File: src/rtl/gat_config.svh
// Matrix sizes, element widths and the Wishbone address map of the weight
// front end. Include wherever a size or a register offset is needed.
`ifndef GAT_CONFIG_SVH
`define GAT_CONFIG_SVH

// Element width of W, a and h
`define GAT_DATA_WIDTH 8

// W is FEAT_IN rows by FEAT_OUT columns
`define GAT_FEAT_IN 8
`define GAT_FEAT_OUT 4

// Attention vector a holds two halves of FEAT_OUT
`define GAT_A_DEPTH (2 * `GAT_FEAT_OUT)

// Staged words, W row-major followed by a
`define GAT_STAGE_DEPTH (`GAT_FEAT_IN * `GAT_FEAT_OUT + `GAT_A_DEPTH)

// Signed accumulator, wide enough for FEAT_IN products of 16 bits
`define GAT_WH_WIDTH 20

// Word address, top two bits select the region
`define GAT_WB_ADR_W 10

// Control region offsets
`define GAT_REG_CTRL 0
`define GAT_REG_STATUS 1

// Result region, WH from word 0 and a from this offset
`define GAT_A_BASE 16

`endif

File: src/rtl/gat_pkg.sv
// Shared types of the weight front end. Modules refer to them by scoped
// names, the sizes come from the config header.
`include "gat_config.svh"

package gat_pkg;

  // One signed element of W, a or h
  typedef logic signed [`GAT_DATA_WIDTH-1:0] weight_t;

  // One signed WH accumulator
  typedef logic signed [`GAT_WH_WIDTH-1:0] wh_acc_t;

  // Address regions, taken from the top two bits of the word address
  typedef enum logic [1:0] {
    WB_STAGE   = 2'd0,
    WB_FEATURE = 2'd1,
    WB_RESULT  = 2'd2,
    WB_CTRL    = 2'd3
  } wb_region_e;

endpackage

File: src/rtl/gat_bram.sv
// Simple dual-port memory, one synchronous write port and one read port
// with registered data. Used for staging and for the weight column banks.
`timescale 1ns/10ps

module gat_bram #(
  parameter int DATA_WIDTH = 8,
  parameter int DEPTH      = 16
) (
  input  logic                     clk,
  input  logic                     rst_n,
  input  logic                     we,
  input  logic [$clog2(DEPTH)-1:0] waddr,
  input  logic [DATA_WIDTH-1:0]    wdata,
  input  logic [$clog2(DEPTH)-1:0] raddr,
  output logic [DATA_WIDTH-1:0]    rdata
);

  logic [DATA_WIDTH-1:0] mem [DEPTH];

  always_ff @(posedge clk) begin
    if (we) begin
      mem[waddr] <= wdata;
    end
  end

  // A read of the address being written returns the old word
  always_ff @(posedge clk or negedge rst_n) begin
    if (!rst_n) begin
      rdata <= '0;
    end else begin
      rdata <= mem[raddr];
    end
  end

endmodule

File: src/rtl/gat_wb_port.sv
// Wishbone classic slave of the weight front end. Decodes the address map
// into staging writes, h writes, start pulses and readback of results.
`timescale 1ns/10ps
`include "gat_config.svh"

module gat_wb_port (
  input  logic                                      clk,
  input  logic                                      rst_n,
  input  logic                                      wb_cyc,
  input  logic                                      wb_stb,
  input  logic                                      wb_we,
  input  logic [`GAT_WB_ADR_W-1:0]                  wb_adr,
  input  logic [31:0]                               wb_dat_w,
  output logic [31:0]                               wb_dat_r,
  output logic                                      wb_ack,
  output logic                                      stage_we,
  output logic [$clog2(`GAT_STAGE_DEPTH)-1:0]       stage_waddr,
  output gat_pkg::weight_t                          stage_wdata,
  output logic                                      load_start,
  output logic                                      wh_start,
  output logic [`GAT_FEAT_IN*`GAT_DATA_WIDTH-1:0]   h_flat,
  input  logic                                      w_ready,
  input  logic                                      a_ready,
  input  logic                                      wh_done,
  input  logic [`GAT_FEAT_OUT*`GAT_WH_WIDTH-1:0]    wh_flat,
  input  logic [`GAT_A_DEPTH*`GAT_DATA_WIDTH-1:0]   a_flat
);

  localparam int DW       = `GAT_DATA_WIDTH;
  localparam int WW       = `GAT_WH_WIDTH;
  localparam int OFF_W    = `GAT_WB_ADR_W - 2;
  localparam int STAGE_AW = $clog2(`GAT_STAGE_DEPTH);
  localparam int ROW_W    = $clog2(`GAT_FEAT_IN);
  localparam int COL_W    = $clog2(`GAT_FEAT_OUT);
  localparam int A_IW     = $clog2(`GAT_A_DEPTH);

  localparam logic [OFF_W-1:0] STAGE_END = OFF_W'(`GAT_STAGE_DEPTH);
  localparam logic [OFF_W-1:0] FEAT_END  = OFF_W'(`GAT_FEAT_IN);
  localparam logic [OFF_W-1:0] WH_END    = OFF_W'(`GAT_FEAT_OUT);
  localparam logic [OFF_W-1:0] A_LO      = OFF_W'(`GAT_A_BASE);
  localparam logic [OFF_W-1:0] A_HI      = OFF_W'(`GAT_A_BASE + `GAT_A_DEPTH);
  localparam logic [OFF_W-1:0] REG_CTRL  = OFF_W'(`GAT_REG_CTRL);
  localparam logic [OFF_W-1:0] REG_STAT  = OFF_W'(`GAT_REG_STATUS);

  gat_pkg::wb_region_e region;
  logic [OFF_W-1:0]    offset;
  logic [OFF_W-1:0]    a_off;
  logic                req;
  logic                wr_req;
  logic                ctrl_wr;
  logic [31:0]         rd_data;

  gat_pkg::weight_t    h_q    [`GAT_FEAT_IN];
  gat_pkg::wh_acc_t    wh_arr [`GAT_FEAT_OUT];
  gat_pkg::weight_t    a_arr  [`GAT_A_DEPTH];

  // ==========================================================================
  // Decode
  // ==========================================================================
  assign region  = gat_pkg::wb_region_e'(wb_adr[`GAT_WB_ADR_W-1 -: 2]);
  assign offset  = wb_adr[OFF_W-1:0];
  assign a_off   = offset - A_LO;

  // New request, the registered ack closes it one cycle later
  assign req     = wb_cyc && wb_stb && !wb_ack;
  assign wr_req  = req && wb_we;
  assign ctrl_wr = wr_req && (region == gat_pkg::WB_CTRL) && (offset == REG_CTRL);

  assign stage_we    = wr_req && (region == gat_pkg::WB_STAGE) && (offset < STAGE_END);
  assign stage_waddr = offset[STAGE_AW-1:0];
  assign stage_wdata = wb_dat_w[DW-1:0];

  always_ff @(posedge clk or negedge rst_n) begin
    if (!rst_n) begin
      wb_ack     <= 1'b0;
      load_start <= 1'b0;
      wh_start   <= 1'b0;
    end else begin
      wb_ack     <= req;
      load_start <= ctrl_wr && wb_dat_w[0];
      wh_start   <= ctrl_wr && wb_dat_w[1];
    end
  end

  // Feature row h
  always_ff @(posedge clk) begin
    if (wr_req && (region == gat_pkg::WB_FEATURE) && (offset < FEAT_END)) begin
      h_q[offset[ROW_W-1:0]] <= wb_dat_w[DW-1:0];
    end
  end

  // ==========================================================================
  // Flat vectors to and from the datapath
  // ==========================================================================
  for (genvar r = 0; r < `GAT_FEAT_IN; r++) begin : g_h
    assign h_flat[r*DW +: DW] = h_q[r];
  end

  for (genvar c = 0; c < `GAT_FEAT_OUT; c++) begin : g_wh
    assign wh_arr[c] = wh_flat[c*WW +: WW];
  end

  for (genvar k = 0; k < `GAT_A_DEPTH; k++) begin : g_a
    assign a_arr[k] = a_flat[k*DW +: DW];
  end

  // Readback, results sign-extended to the bus width
  always_comb begin
    rd_data = '0;
    case (region)
      gat_pkg::WB_RESULT: begin
        if (offset < WH_END) begin
          rd_data = 32'(wh_arr[offset[COL_W-1:0]]);
        end else if (offset >= A_LO && offset < A_HI) begin
          rd_data = 32'(a_arr[a_off[A_IW-1:0]]);
        end
      end
      gat_pkg::WB_CTRL: begin
        if (offset == REG_STAT) begin
          rd_data = {29'd0, wh_done, a_ready, w_ready};
        end
      end
      default: begin
      end
    endcase
  end

  always_ff @(posedge clk) begin
    if (req) begin
      wb_dat_r <= rd_data;
    end
  end

  // The master must hold the strobe until the ack arrives
  a_ack_held: assert property (@(posedge clk) disable iff (!rst_n) wb_ack |-> wb_stb);

endmodule

File: src/rtl/gat_weight_loader.sv
// Streams the staging memory into one weight bank per output column and
// captures the attention vector a. Owns the column banks read by the engine.
`timescale 1ns/10ps
`include "gat_config.svh"

module gat_weight_loader (
  input  logic                                      clk,
  input  logic                                      rst_n,
  input  logic                                      load_start,
  output logic [$clog2(`GAT_STAGE_DEPTH)-1:0]       stage_raddr,
  input  gat_pkg::weight_t                          stage_rdata,
  input  logic [$clog2(`GAT_FEAT_IN)-1:0]           bank_raddr,
  output logic [`GAT_FEAT_OUT*`GAT_DATA_WIDTH-1:0]  bank_rdata_flat,
  output logic [`GAT_A_DEPTH*`GAT_DATA_WIDTH-1:0]   a_flat,
  output logic                                      w_ready,
  output logic                                      a_ready
);

  localparam int DW       = `GAT_DATA_WIDTH;
  localparam int STAGE_AW = $clog2(`GAT_STAGE_DEPTH);
  localparam int ROW_W    = $clog2(`GAT_FEAT_IN);
  localparam int COL_W    = $clog2(`GAT_FEAT_OUT);
  localparam int A_IW     = $clog2(`GAT_A_DEPTH);

  localparam logic [STAGE_AW-1:0] LAST_WORD = STAGE_AW'(`GAT_STAGE_DEPTH - 1);
  localparam logic [STAGE_AW-1:0] W_WORDS   = STAGE_AW'(`GAT_FEAT_IN * `GAT_FEAT_OUT);
  localparam logic [ROW_W-1:0]    LAST_ROW  = ROW_W'(`GAT_FEAT_IN - 1);
  localparam logic [COL_W-1:0]    LAST_COL  = COL_W'(`GAT_FEAT_OUT - 1);

  logic                      rd_busy;
  logic [STAGE_AW-1:0]       rd_addr;
  logic                      rd_vld;
  logic                      idle;

  // Position of the word returned by the staging memory
  logic [STAGE_AW-1:0]       wr_idx;
  logic [ROW_W-1:0]          wr_row;
  logic [COL_W-1:0]          wr_col;
  logic                      in_w;
  logic [STAGE_AW-1:0]       a_off;
  logic [`GAT_FEAT_OUT-1:0]  bank_we;

  gat_pkg::weight_t          a_q [`GAT_A_DEPTH];

  assign stage_raddr = rd_addr;
  assign idle        = !rd_busy && !rd_vld;
  assign in_w        = wr_idx < W_WORDS;
  assign a_off       = wr_idx - W_WORDS;

  // ==========================================================================
  // Read sequencing and write tracking
  // ==========================================================================
  always_ff @(posedge clk or negedge rst_n) begin
    if (!rst_n) begin
      rd_busy <= 1'b0;
      rd_addr <= '0;
      rd_vld  <= 1'b0;
      wr_idx  <= '0;
      wr_row  <= '0;
      wr_col  <= '0;
      w_ready <= 1'b0;
      a_ready <= 1'b0;
    end else begin
      // Staging data arrives one cycle after its address
      rd_vld <= rd_busy;
      if (load_start && idle) begin
        rd_busy <= 1'b1;
        rd_addr <= '0;
        wr_idx  <= '0;
        wr_row  <= '0;
        wr_col  <= '0;
        w_ready <= 1'b0;
        a_ready <= 1'b0;
      end else if (rd_busy) begin
        rd_addr <= rd_addr + 1'b1;
        if (rd_addr == LAST_WORD) begin
          rd_busy <= 1'b0;
        end
      end

      if (rd_vld) begin
        wr_idx <= wr_idx + 1'b1;
        if (in_w) begin
          // Row-major order wraps the column first
          if (wr_col == LAST_COL) begin
            wr_col <= '0;
            wr_row <= (wr_row == LAST_ROW) ? '0 : wr_row + 1'b1;
          end else begin
            wr_col <= wr_col + 1'b1;
          end
        end
        if (wr_idx == LAST_WORD) begin
          w_ready <= 1'b1;
          a_ready <= 1'b1;
        end
      end
    end
  end

  // Words after W go to the attention register file
  always_ff @(posedge clk) begin
    if (rd_vld && !in_w) begin
      a_q[a_off[A_IW-1:0]] <= stage_rdata;
    end
  end

  for (genvar k = 0; k < `GAT_A_DEPTH; k++) begin : g_a
    assign a_flat[k*DW +: DW] = a_q[k];
  end

  // ==========================================================================
  // Column banks
  // ==========================================================================
  // Only the bank of the current column is written
  for (genvar c = 0; c < `GAT_FEAT_OUT; c++) begin : g_bank
    assign bank_we[c] = rd_vld && in_w && (wr_col == COL_W'(c));

    gat_bram #(
      .DATA_WIDTH (DW),
      .DEPTH      (`GAT_FEAT_IN)
    ) i_bank (
      .clk   (clk),
      .rst_n (rst_n),
      .we    (bank_we[c]),
      .waddr (wr_row),
      .wdata (stage_rdata),
      .raddr (bank_raddr),
      .rdata (bank_rdata_flat[c*DW +: DW])
    );
  end

  // Banks take words only while a load is in progress
  a_no_idle_write: assert property (@(posedge clk) disable iff (!rst_n)
    (bank_we != '0) |-> !w_ready);

endmodule

File: src/rtl/gat_wh_engine.sv
// Projection engine. Walks the rows of all weight banks in parallel and
// accumulates WH = h * W, one signed accumulator per output column.
`timescale 1ns/10ps
`include "gat_config.svh"

module gat_wh_engine (
  input  logic                                      clk,
  input  logic                                      rst_n,
  input  logic                                      wh_start,
  input  logic                                      w_ready,
  output logic [$clog2(`GAT_FEAT_IN)-1:0]           bank_raddr,
  input  logic [`GAT_FEAT_OUT*`GAT_DATA_WIDTH-1:0]  bank_rdata_flat,
  input  logic [`GAT_FEAT_IN*`GAT_DATA_WIDTH-1:0]   h_flat,
  output logic [`GAT_FEAT_OUT*`GAT_WH_WIDTH-1:0]    wh_flat,
  output logic                                      wh_done
);

  localparam int DW    = `GAT_DATA_WIDTH;
  localparam int WW    = `GAT_WH_WIDTH;
  localparam int ROW_W = $clog2(`GAT_FEAT_IN);

  localparam logic [ROW_W-1:0] LAST_ROW = ROW_W'(`GAT_FEAT_IN - 1);

  logic                     busy;
  logic [ROW_W-1:0]         row;
  // Row index delayed by the bank read latency
  logic                     mac_vld;
  logic [ROW_W-1:0]         mac_row;
  logic                     mac_last;

  gat_pkg::weight_t         h_arr [`GAT_FEAT_IN];
  gat_pkg::weight_t         w_col [`GAT_FEAT_OUT];
  logic signed [2*DW-1:0]   prod  [`GAT_FEAT_OUT];
  gat_pkg::wh_acc_t         acc   [`GAT_FEAT_OUT];

  assign bank_raddr = row;

  for (genvar r = 0; r < `GAT_FEAT_IN; r++) begin : g_h
    assign h_arr[r] = h_flat[r*DW +: DW];
  end

  for (genvar c = 0; c < `GAT_FEAT_OUT; c++) begin : g_col
    assign w_col[c]            = bank_rdata_flat[c*DW +: DW];
    assign wh_flat[c*WW +: WW] = acc[c];
  end

  always_comb begin
    for (int c = 0; c < `GAT_FEAT_OUT; c++) begin
      prod[c] = h_arr[mac_row] * w_col[c];
    end
  end

  // ==========================================================================
  // Row walk and accumulate
  // ==========================================================================
  always_ff @(posedge clk or negedge rst_n) begin
    if (!rst_n) begin
      busy     <= 1'b0;
      row      <= '0;
      mac_vld  <= 1'b0;
      mac_row  <= '0;
      mac_last <= 1'b0;
      wh_done  <= 1'b0;
      for (int c = 0; c < `GAT_FEAT_OUT; c++) begin
        acc[c] <= '0;
      end
    end else begin
      mac_vld  <= busy;
      mac_row  <= row;
      mac_last <= busy && (row == LAST_ROW);
      if (wh_start && w_ready && !busy && !mac_vld) begin
        busy    <= 1'b1;
        row     <= '0;
        wh_done <= 1'b0;
        for (int c = 0; c < `GAT_FEAT_OUT; c++) begin
          acc[c] <= '0;
        end
      end else begin
        if (busy) begin
          row <= row + 1'b1;
          if (row == LAST_ROW) begin
            busy <= 1'b0;
          end
        end
        if (mac_vld) begin
          for (int c = 0; c < `GAT_FEAT_OUT; c++) begin
            acc[c] <= acc[c] + gat_pkg::wh_acc_t'(prod[c]);
          end
          if (mac_last) begin
            wh_done <= 1'b1;
          end
        end
      end
      // A reload invalidates the previous result
      if (!w_ready) begin
        wh_done <= 1'b0;
      end
    end
  end

endmodule

File: src/rtl/gat_weight_top.sv
// Top level of the weight front end. Wishbone port, staging memory, weight
// loader and projection engine, connected by wires only.
`timescale 1ns/10ps
`include "gat_config.svh"

module gat_weight_top (
  input  logic                      clk,
  input  logic                      rst_n,
  input  logic                      wb_cyc,
  input  logic                      wb_stb,
  input  logic                      wb_we,
  input  logic [`GAT_WB_ADR_W-1:0]  wb_adr,
  input  logic [31:0]               wb_dat_w,
  output logic [31:0]               wb_dat_r,
  output logic                      wb_ack
);

  localparam int STAGE_AW = $clog2(`GAT_STAGE_DEPTH);

  logic                                      stage_we;
  logic [STAGE_AW-1:0]                       stage_waddr;
  gat_pkg::weight_t                          stage_wdata;
  logic [STAGE_AW-1:0]                       stage_raddr;
  gat_pkg::weight_t                          stage_rdata;
  logic                                      load_start;
  logic                                      wh_start;
  logic                                      w_ready;
  logic                                      a_ready;
  logic                                      wh_done;
  logic [$clog2(`GAT_FEAT_IN)-1:0]           bank_raddr;
  logic [`GAT_FEAT_OUT*`GAT_DATA_WIDTH-1:0]  bank_rdata_flat;
  logic [`GAT_FEAT_IN*`GAT_DATA_WIDTH-1:0]   h_flat;
  logic [`GAT_FEAT_OUT*`GAT_WH_WIDTH-1:0]    wh_flat;
  logic [`GAT_A_DEPTH*`GAT_DATA_WIDTH-1:0]   a_flat;

  gat_wb_port i_wb_port (
    .clk             (clk),
    .rst_n           (rst_n),
    .wb_cyc          (wb_cyc),
    .wb_stb          (wb_stb),
    .wb_we           (wb_we),
    .wb_adr          (wb_adr),
    .wb_dat_w        (wb_dat_w),
    .wb_dat_r        (wb_dat_r),
    .wb_ack          (wb_ack),
    .stage_we        (stage_we),
    .stage_waddr     (stage_waddr),
    .stage_wdata     (stage_wdata),
    .load_start      (load_start),
    .wh_start        (wh_start),
    .h_flat          (h_flat),
    .w_ready         (w_ready),
    .a_ready         (a_ready),
    .wh_done         (wh_done),
    .wh_flat         (wh_flat),
    .a_flat          (a_flat)
  );

  // Staging memory, W row-major followed by a
  gat_bram #(
    .DATA_WIDTH (`GAT_DATA_WIDTH),
    .DEPTH      (`GAT_STAGE_DEPTH)
  ) i_stage_bram (
    .clk   (clk),
    .rst_n (rst_n),
    .we    (stage_we),
    .waddr (stage_waddr),
    .wdata (stage_wdata),
    .raddr (stage_raddr),
    .rdata (stage_rdata)
  );

  gat_weight_loader i_loader (
    .clk             (clk),
    .rst_n           (rst_n),
    .load_start      (load_start),
    .stage_raddr     (stage_raddr),
    .stage_rdata     (stage_rdata),
    .bank_raddr      (bank_raddr),
    .bank_rdata_flat (bank_rdata_flat),
    .a_flat          (a_flat),
    .w_ready         (w_ready),
    .a_ready         (a_ready)
  );

  gat_wh_engine i_engine (
    .clk             (clk),
    .rst_n           (rst_n),
    .wh_start        (wh_start),
    .w_ready         (w_ready),
    .bank_raddr      (bank_raddr),
    .bank_rdata_flat (bank_rdata_flat),
    .h_flat          (h_flat),
    .wh_flat         (wh_flat),
    .wh_done         (wh_done)
  );

endmodule

File: config.mk
export PLATFORM = sky130hd
export DESIGN_NAME = gat_weight_top
export DESIGN_NICKNAME = d
export VERILOG_FILES = /design/src/rtl/gat_pkg.sv /design/src/rtl/gat_bram.sv /design/src/rtl/gat_wb_port.sv /design/src/rtl/gat_weight_loader.sv /design/src/rtl/gat_wh_engine.sv /design/src/rtl/gat_weight_top.sv
export VERILOG_INCLUDE_DIRS = /design/src /design/src/rtl
export SDC_FILE = /design/constraint.sdc
export NUM_CORES = 2
export LEC_CHECK = 0
export BUFFER_PORTS_ARGS = -buffer_cell sky130_fd_sc_hd__buf_2
export CAP_MARGIN = 20
export CORE_ASPECT_RATIO = 2
export CORE_UTILIZATION = 40
export CTS_CLUSTER_DIAMETER = 200
export DETAILED_ROUTE_END_ITERATION = 10
export SLEW_MARGIN = 20
export SYNTH_ARGS = -nofsm -noshare
export SYNTH_HDL_FRONTEND = slang
export SYNTH_SLANG_ARGS = --single-unit
File: constraint.sdc
create_clock -name clk -period 8 [get_ports clk]
set_input_delay 0.8 -clock clk [delete_from_list [all_inputs] [get_ports clk]]
set_output_delay 0.8 -clock clk [all_outputs]
set_load 0.02 [all_outputs]
# [Yosys cells after proc, flatten, opt, wreduce, memory -nomap -nowiden]
# Memory sizes are Yosys's and may differ from the RTL's. A register that Yosys moved wholly into a read port is not among the register bits.
# Index checks and enable logic that the tools add are counted.
# W data, S select, Z words.
[totals] regBits=146 mem_count=7 out_inout_bits=33 inputBits=47 wordCells=172 ram_bits=704
[mem_list] memory="i_stage_bram.mem" words=40 word_bits=8 rd=1 rd_ports_with_merged_regs=1 wr=1 line="gat_bram.sv:18" source="logic [DATA_WIDTH-1:0] mem [DEPTH];"
[mem_list] memory="i_loader.a_q" words=8 word_bits=8 rd=8 rd_ports_with_merged_regs=0 wr=1 line="gat_weight_loader.sv:43" source="gat_pkg::weight_t a_q [`GAT_A_DEPTH];"
[mem_list] memory="i_loader.g_bank[0].i_bank.mem" words=8 word_bits=8 rd=1 rd_ports_with_merged_regs=1 wr=1 line="gat_bram.sv:18"
[mem_list] memory="i_loader.g_bank[1].i_bank.mem" words=8 word_bits=8 rd=1 rd_ports_with_merged_regs=1 wr=1 line="gat_bram.sv:18"
[mem_list] memory="i_loader.g_bank[2].i_bank.mem" words=8 word_bits=8 rd=1 rd_ports_with_merged_regs=1 wr=1 line="gat_bram.sv:18"
[mem_list] memory="i_loader.g_bank[3].i_bank.mem" words=8 word_bits=8 rd=1 rd_ports_with_merged_regs=1 wr=1 line="gat_bram.sv:18"
[mem_list] memory="+1 memories"
[op_classes] muxes=60 n_eq_ne=13 magnitude_cmp=9 n_addsub=11 reduce_logical=43 n_bitwise=3 n_mul=4
[op_table] op="$mux W80" n=2
[op_table] op="$add A20 B16 Y20" n=4
[op_table] op="$mul A8 B8 Y16" n=4
[op_table] op="$mux W32" n=2
[op_table] op="$pmux W32 S2" n=1
[op_table] op="$bmux W8 S3" n=2
[op_table] op="$bmux W20 S2" n=1
[op_table] op="$mux W20" n=2
[op_table] op="$mux W8" n=4
[op_table] op="$mux W1" n=30
[op_table] op="$logic_and A1 B1 Y1" n=24
[op_table] op="$mux W3" n=8
[op_table] op="$mux W6" n=4
[op_table] op="$add A6 B1 Y6 const B" n=2
[op_table] op="$eq A6 B6 Y1 const B" n=2
[op_table] op="$logic_not A1 Y1" n=11
[op_table] op="$eq A2 B2 Y1 const B" n=4
[op_table] op="$eq A8 B1 Y1 const B" n=1
[op_table] op="$ge A4 B4 Y1 const B" n=2
[op_table] op="$ge A8 B5 Y1 const B" n=1
[op_table] op="$logic_not A8 Y1" n=1
[op_table] op="$lt A8 B3 Y1 const B" n=1
[op_table] op="$lt A8 B4 Y1 const B" n=1
[op_table] op="$lt A8 B5 Y1 const B" n=1
[op_table] op="other kinds (15)" n=28

# [Longest topological paths before layout]
[logic_depth] depth_word=8 ltp_mapped=24 mapped_depth_nobuf=21

# [Cells and area by module]
# From an unflattened synthesis, not the netlist that was laid out.
[unflattened] cells_unflattened=3380 area_unflattened_um2=49419.9
[modules_own_cells] mod="gat_wh_engine" cells_each=1804 seq_area_each_um2=2252.2 instances=1 area_per_inst_um2=18206.2
[modules_own_cells] mod="gat_bram at i_stage_bram" cells_each=696 seq_area_each_um2=9809.4 instances=1 area_per_inst_um2=13023.7
[modules_own_cells] mod="gat_bram at i_loader.g_bank[0].i_bank ..." cells_each=114 seq_area_each_um2=2122.0 instances=4 area_per_inst_um2=2731.4
[modules_own_cells] mod="gat_wb_port" cells_each=249 seq_area_each_um2=2597.5 instances=1 area_per_inst_um2=4227.8
[modules_own_cells] mod="gat_weight_loader" cells_each=175 seq_area_each_um2=2447.3 instances=1 area_per_inst_um2=3036.7

# [Worst setup path before layout]
# No wires, ideal clock.
[synth_path] path_type="reg2reg" from="register i_engine.mac_row[0]" to="register i_engine.acc, in the netlist i_engine.wh_flat[16]" path_slack_ns=1.975 path_buffers=3 t_arrival_ns=5.904 stages_incl_launch_ff=21 t_required_ns=7.878 period_less_slack_ns=6.025 setup_ns=0.122 cell_sequence="dfrtp_1 -> buf_2 -> buf_2 -> mux4_2 -> mux2_2 -> clkbuf_1 -> and2_1 -> fa_1 -> inv_1 -> fa_1 -> inv_1 -> fa_1 -> fa_1 -> ha_1 -> ha_1 -> a21o_1 -> o311ai_0 -> a21oi_1 -> o211a_1 -> or3_1 -> a32o_1"
[synth_via] elab_chain_len=8
[synth_lines] element="start: declaration" line="gat_wh_engine.sv:28" source="logic [ROW_W-1:0] mac_row;"
[synth_lines] element="start signal: assignment" line="gat_wh_engine.sv:69" source="mac_row <= row;"
[synth_lines] element="$not A3 Y4 (not written as such)" line="gat_wh_engine.sv:49" source="prod[c] = h_arr[mac_row] * w_col[c];"
[synth_lines] element="$bmux W8 S3" line="gat_wh_engine.sv:49"
[synth_lines] element="$mux W8 (not written as such) (2 in a row)" line="gat_wh_engine.sv:49"
[synth_lines] element="$mul A8 B8 Y16" line="gat_wh_engine.sv:49"
[synth_lines] element="$add A20 B16 Y20" line="gat_wh_engine.sv:87" source="acc[c] <= acc[c] + gat_pkg::wh_acc_t'(prod[c]);"
[synth_lines] element="$mux W80" line="gat_wh_engine.sv:85" source="if (mac_vld) begin"
[synth_lines] element="$mux W80" line="gat_wh_engine.sv:71" source="if (wh_start && w_ready && !busy && !mac_vld) begin"
[synth_lines] element="end signal: indexed assignment" line="gat_wh_engine.sv:87"
[synth_lines] element="end: declaration" line="gat_wh_engine.sv:34" source="gat_pkg::wh_acc_t acc [`GAT_FEAT_OUT];"
# Every way passes these cells. The select of a mux whose other input is x is not followed.
# A chain may end at the register's enable or synchronous reset.

# [Worst setup path in the final report]
[layout_path] from="register i_engine.mac_row[0]" to="register i_engine.acc, in the netlist i_engine.wh_flat[56]"
# The elaborated chain is that of the path after synthesis.

==> summary.txt <==
Critical path
  • Critical path launch point type: register
  • Worst EP arrival: 7.54 ns
  • Crit path capture type: register
  • Flop2flop setup slack: 0.95 ns
  • Worst r2r src: i_engine.mac_row[0]$_DFF_PN0_
  • Reg-to-Reg End: i_engine.wh_flat[56]$_DFFE_PN0P_
  • WP buf/inv: 3
  • Delay-heaviest family, CP: adder cells
  • Top fanout value on the critical path: 29
  • Worst Reg-to-Reg Cells: 19
  • Slowest stage delay, CP: around 0.7 ns
  • Crit-path most repeated cell: fa_1
  • CP Data Required Time: 8.49 ns
  • Crit-path cells: buf_4 > mux4_2 > mux2_2 > and2_1 > fa_1 > fa_1 > inv_1 > fa_1 > inv_1 > fa_1 > ha_1 > ha_1 > nor2b_1 > o21a_1 > o21ai_1 > a21oi_1 > o41ai_1 > o21ba_2 > o311ai_0
  • WS Path Type: reg -> reg
  • CP max stage cell: dfrtp_1

Synthesis
  • Syn Nets: around 3800
  • Count leader, synth: edfxtp_1
  • Synth area leaders: edfxtp_1 (45%), fa_1 (15%), mux4_2 (9.2%)
  • Synth Register Bits: about 880
  • Syn_area_per_cell: about 15 um2
  • Post-synthesis compound-gate area fraction: under 10%
  • Mapped Area: a little under 50000 um2
  • Post-synth EDFFs: 724
  • YS warnings: 0
  • Proportion of synthesized area in mux cells: a little over a tenth
  • Most common library cells after synthesis: edfxtp_1 (724), inv_1 (381), fa_1 (352)
  • Largest family of logic cells by synthesized area: adder cells
  • Synth top area share: a little under half
  • Gate Count Post-Synth: around 3200
  • Post-Synth Adder-Cell Area: slightly below 20%
  • Seq/Total Area, Yosys: between 50 and 60%
  • Post-synth cell types: 63
  • Async set or reset register ratio after synthesis: between 10% and 20%
  • Xor and xnor area share after synthesis: between 1 and 1.5%
  • Synth Flop Type: edfxtp_1
  • Post-Synth Simple-Gate Area: under 10%
  • Synth area leader: edfxtp_1

Final layout
  • Post-layout util: around 44%
  • Final #Nets: 3871
  • Number of fill cells in the layout: ~11000
  • Layout cell share with drive strength beyond 1: between 10% and 20%
  • Final instance area: approximately 53000 um2
  • Synthesis-to-layout area growth: 9.71%

Floorplanning
  • Core area: approximately 120000 um2
  • Die ar.: 122000 um2
  • Row count: around 180
  • I/O Pins: 80
  • DIE WIDTH: 247 um
  • Initial core utilization: around two fifths
  • Chip height: a little under 500 um

Power and ir drop
  • Power per cell area: ~170 nW/um2
  • VDD IR max: between 0.15 and 0.2 mV
  • Leak: ~0.02 uW
  • Total Power: approximately 9000 uW

Place
  • Placed Area: 50200 um2
  • Final GP Congestion: roughly 0.88
  • DP HPWL: between 80000 and 90000 um
  • Buffers on Ports: 55

Timing
  • Worst Max-Slew Pin Slew: about 1.1 ns
  • RSZ-0062 raised after global routing: no
  • Fin. max-slew vios: 0
  • Period utilisation layout: 88.1%
  • Period minus WS final: 7.05 ns
  • Final Skew: around 0.062 ns
  • Count of final setup violators: 0
  • Worst slew margin: 28.3%
  • Post-Route Setup TNS: 0 ns
  • Fmax achieved: around 0.14 GHz
  • Hold Slack: 0.0577 ns
  • Final Hold Viols: 0

Clock tree
  • Root Buffer: clkbuf_16
  • TritonCTS Buffers: between 70 and 80
  • CTS clk-pin slew, worst paths: around 0.070 ns
  • Post-CTS Setup Bufs: 0
  • Clock buffer depth: 3
  • Worst-Skew Late Latency: 0.70 ns
  • Hold buffers post-CTS: 0
  • CTS tree: yes
  • H-tree levels: 3
  • CTS sink cnt: between 800 and 900
  • Post-CTS Resized: 0

Status
  • Failing checks: design-rule violations
  • Status: finished, violations left

GRT
  • Number of global-route vias before repair: around 28000
  • Initial antenna violation count: 6
  • Gr usage total: 19.2%
  • First-pass GRT wire length: ~170000 um
  • Total gr overflow: 0
  • Largest net degree at the start of global routing: between 60 and 70

Drt
  • DR iter-0 viols: 1617
  • WL per Instance: about 23 um
  • Post-route ant nets: 0
  • # DRC: 16
  • Routed wire length: 113000 um
  • Vias/cell: 5.27
  • Drt first pass iters: 8
  • Total number of vias: 25700

Run
  • MaxCap Viol Count: 0

Hold path
  • Worst Hold Class: in -> async
-- layout by cell type (no fill, tap or decap), drive strengths merged, types with 25 or more instances in the layout --
cell type,count
a21oi,52
a22o,30
and2,107
buf,106
clkbuf,94
clkinv,36
dfrtp,154
edfxtp,724
fa,352
ha,194
inv,383
mux2,44
mux4,197
nand2,199
nand2b,25
nor2,149
nor2b,47
o21a,26
o21ai,91
xnor2,42
xor2,30
-- power breakdown --
group          internal [uW]  switching (uW)  total [uW]  leakage, uW
registers               4950            18.0        4970      0.00858
logic                   80.0             151         231       0.0102
clock network           2070            1760        3830      0.00125
total                   7100            1930        9030       0.0200
-- layout make-up --
type | instances | area, um2 | area share [%]
Timing Repair Buffer | 106 | 664 | 1.26
Antenna cell | 3 | 7.51 | 0.0142
Tap cell | 1538 | 1920 | 3.65
Clock inverter | 48 | 568 | 1.08
Sequential cell | 878 | 25600 | 48.5
Clock buffer | 94 | 2050 | 3.89
Multi-Input combinational cell | 1832 | 20500 | 38.9
Inverter | 381 | 1430 | 2.71
-- routing by layer --
layer	track usage [%]	wire (um)	part of all wire, %
met5	0	34	0.030
met3	2.35	3240	2.9
met1	18.5	36400	32
met2	37.9	66100	59
met4	11.1	7030	6.2
-- sequential cells by signal, summed over array words and instances, names as in the netlist, 2 cells and up --
| name | cells |
|---|---|
| i_loader.wr_col | 2 |
| i_wb_port.wb_dat_r | 20 |
| i_loader.wr_row | 3 |
| i_stage_bram.mem | 320 |
| i_engine.wh_flat | 80 |
| i_stage_bram.rdata | 8 |
| i_loader.g_bank.i_bank.rdata | 32 |
| i_engine.bank_raddr | 3 |
| i_wb_port.h_q | 64 |
| i_loader.stage_raddr | 6 |
| i_loader.g_bank.i_bank.mem | 256 |
| i_engine.mac_row | 3 |
| i_loader.wr_idx | 6 |
| i_loader.a_q | 64 |
-- per-stage QoR --
stage	setup WS, ns	std cells
final	0.949	4880
after global routing	0.436	4878
after CTS	0.874	4877
after detailed placement	1.00	4735
after global placement	1.02	4735
after floorplan	1.97	3224
-- worst max path at each step --
stage | slack (ns) | end | cells past startpoint | start
6_report | 0.95 | i_engine.wh_flat[56]$_DFFE_PN0P_ | 19 | i_engine.mac_row[0]$_DFF_PN0_
5_1_grt | 0.44 | i_engine.wh_flat[17]$_DFFE_PN0P_ | 17 | i_engine.mac_row[0]$_DFF_PN0_
4_1_cts | 0.87 | i_engine.wh_flat[56]$_DFFE_PN0P_ | 19 | i_engine.mac_row[0]$_DFF_PN0_
2_1_floorplan | 1.97 | i_engine.wh_flat[16]$_DFFE_PN0P_ | 20 | i_engine.mac_row[0]$_DFF_PN0_
3_5_place_dp | 1.00 | i_engine.wh_flat[56]$_DFFE_PN0P_ | 19 | i_engine.mac_row[0]$_DFF_PN0_
3_3_place_gp | 1.02 | i_engine.wh_flat[56]$_DFFE_PN0P_ | 19 | i_engine.mac_row[0]$_DFF_PN0_
-- cell families after synthesis --
group,after synthesis
xor gates and xnor gates,72
and+or+nand+nor,620
adders and majority gates,546
DFF,878
muxes,265
buffers and inverters,514
AOI/OAI and AO/OA,329
(Power assumes the default switching activity.)
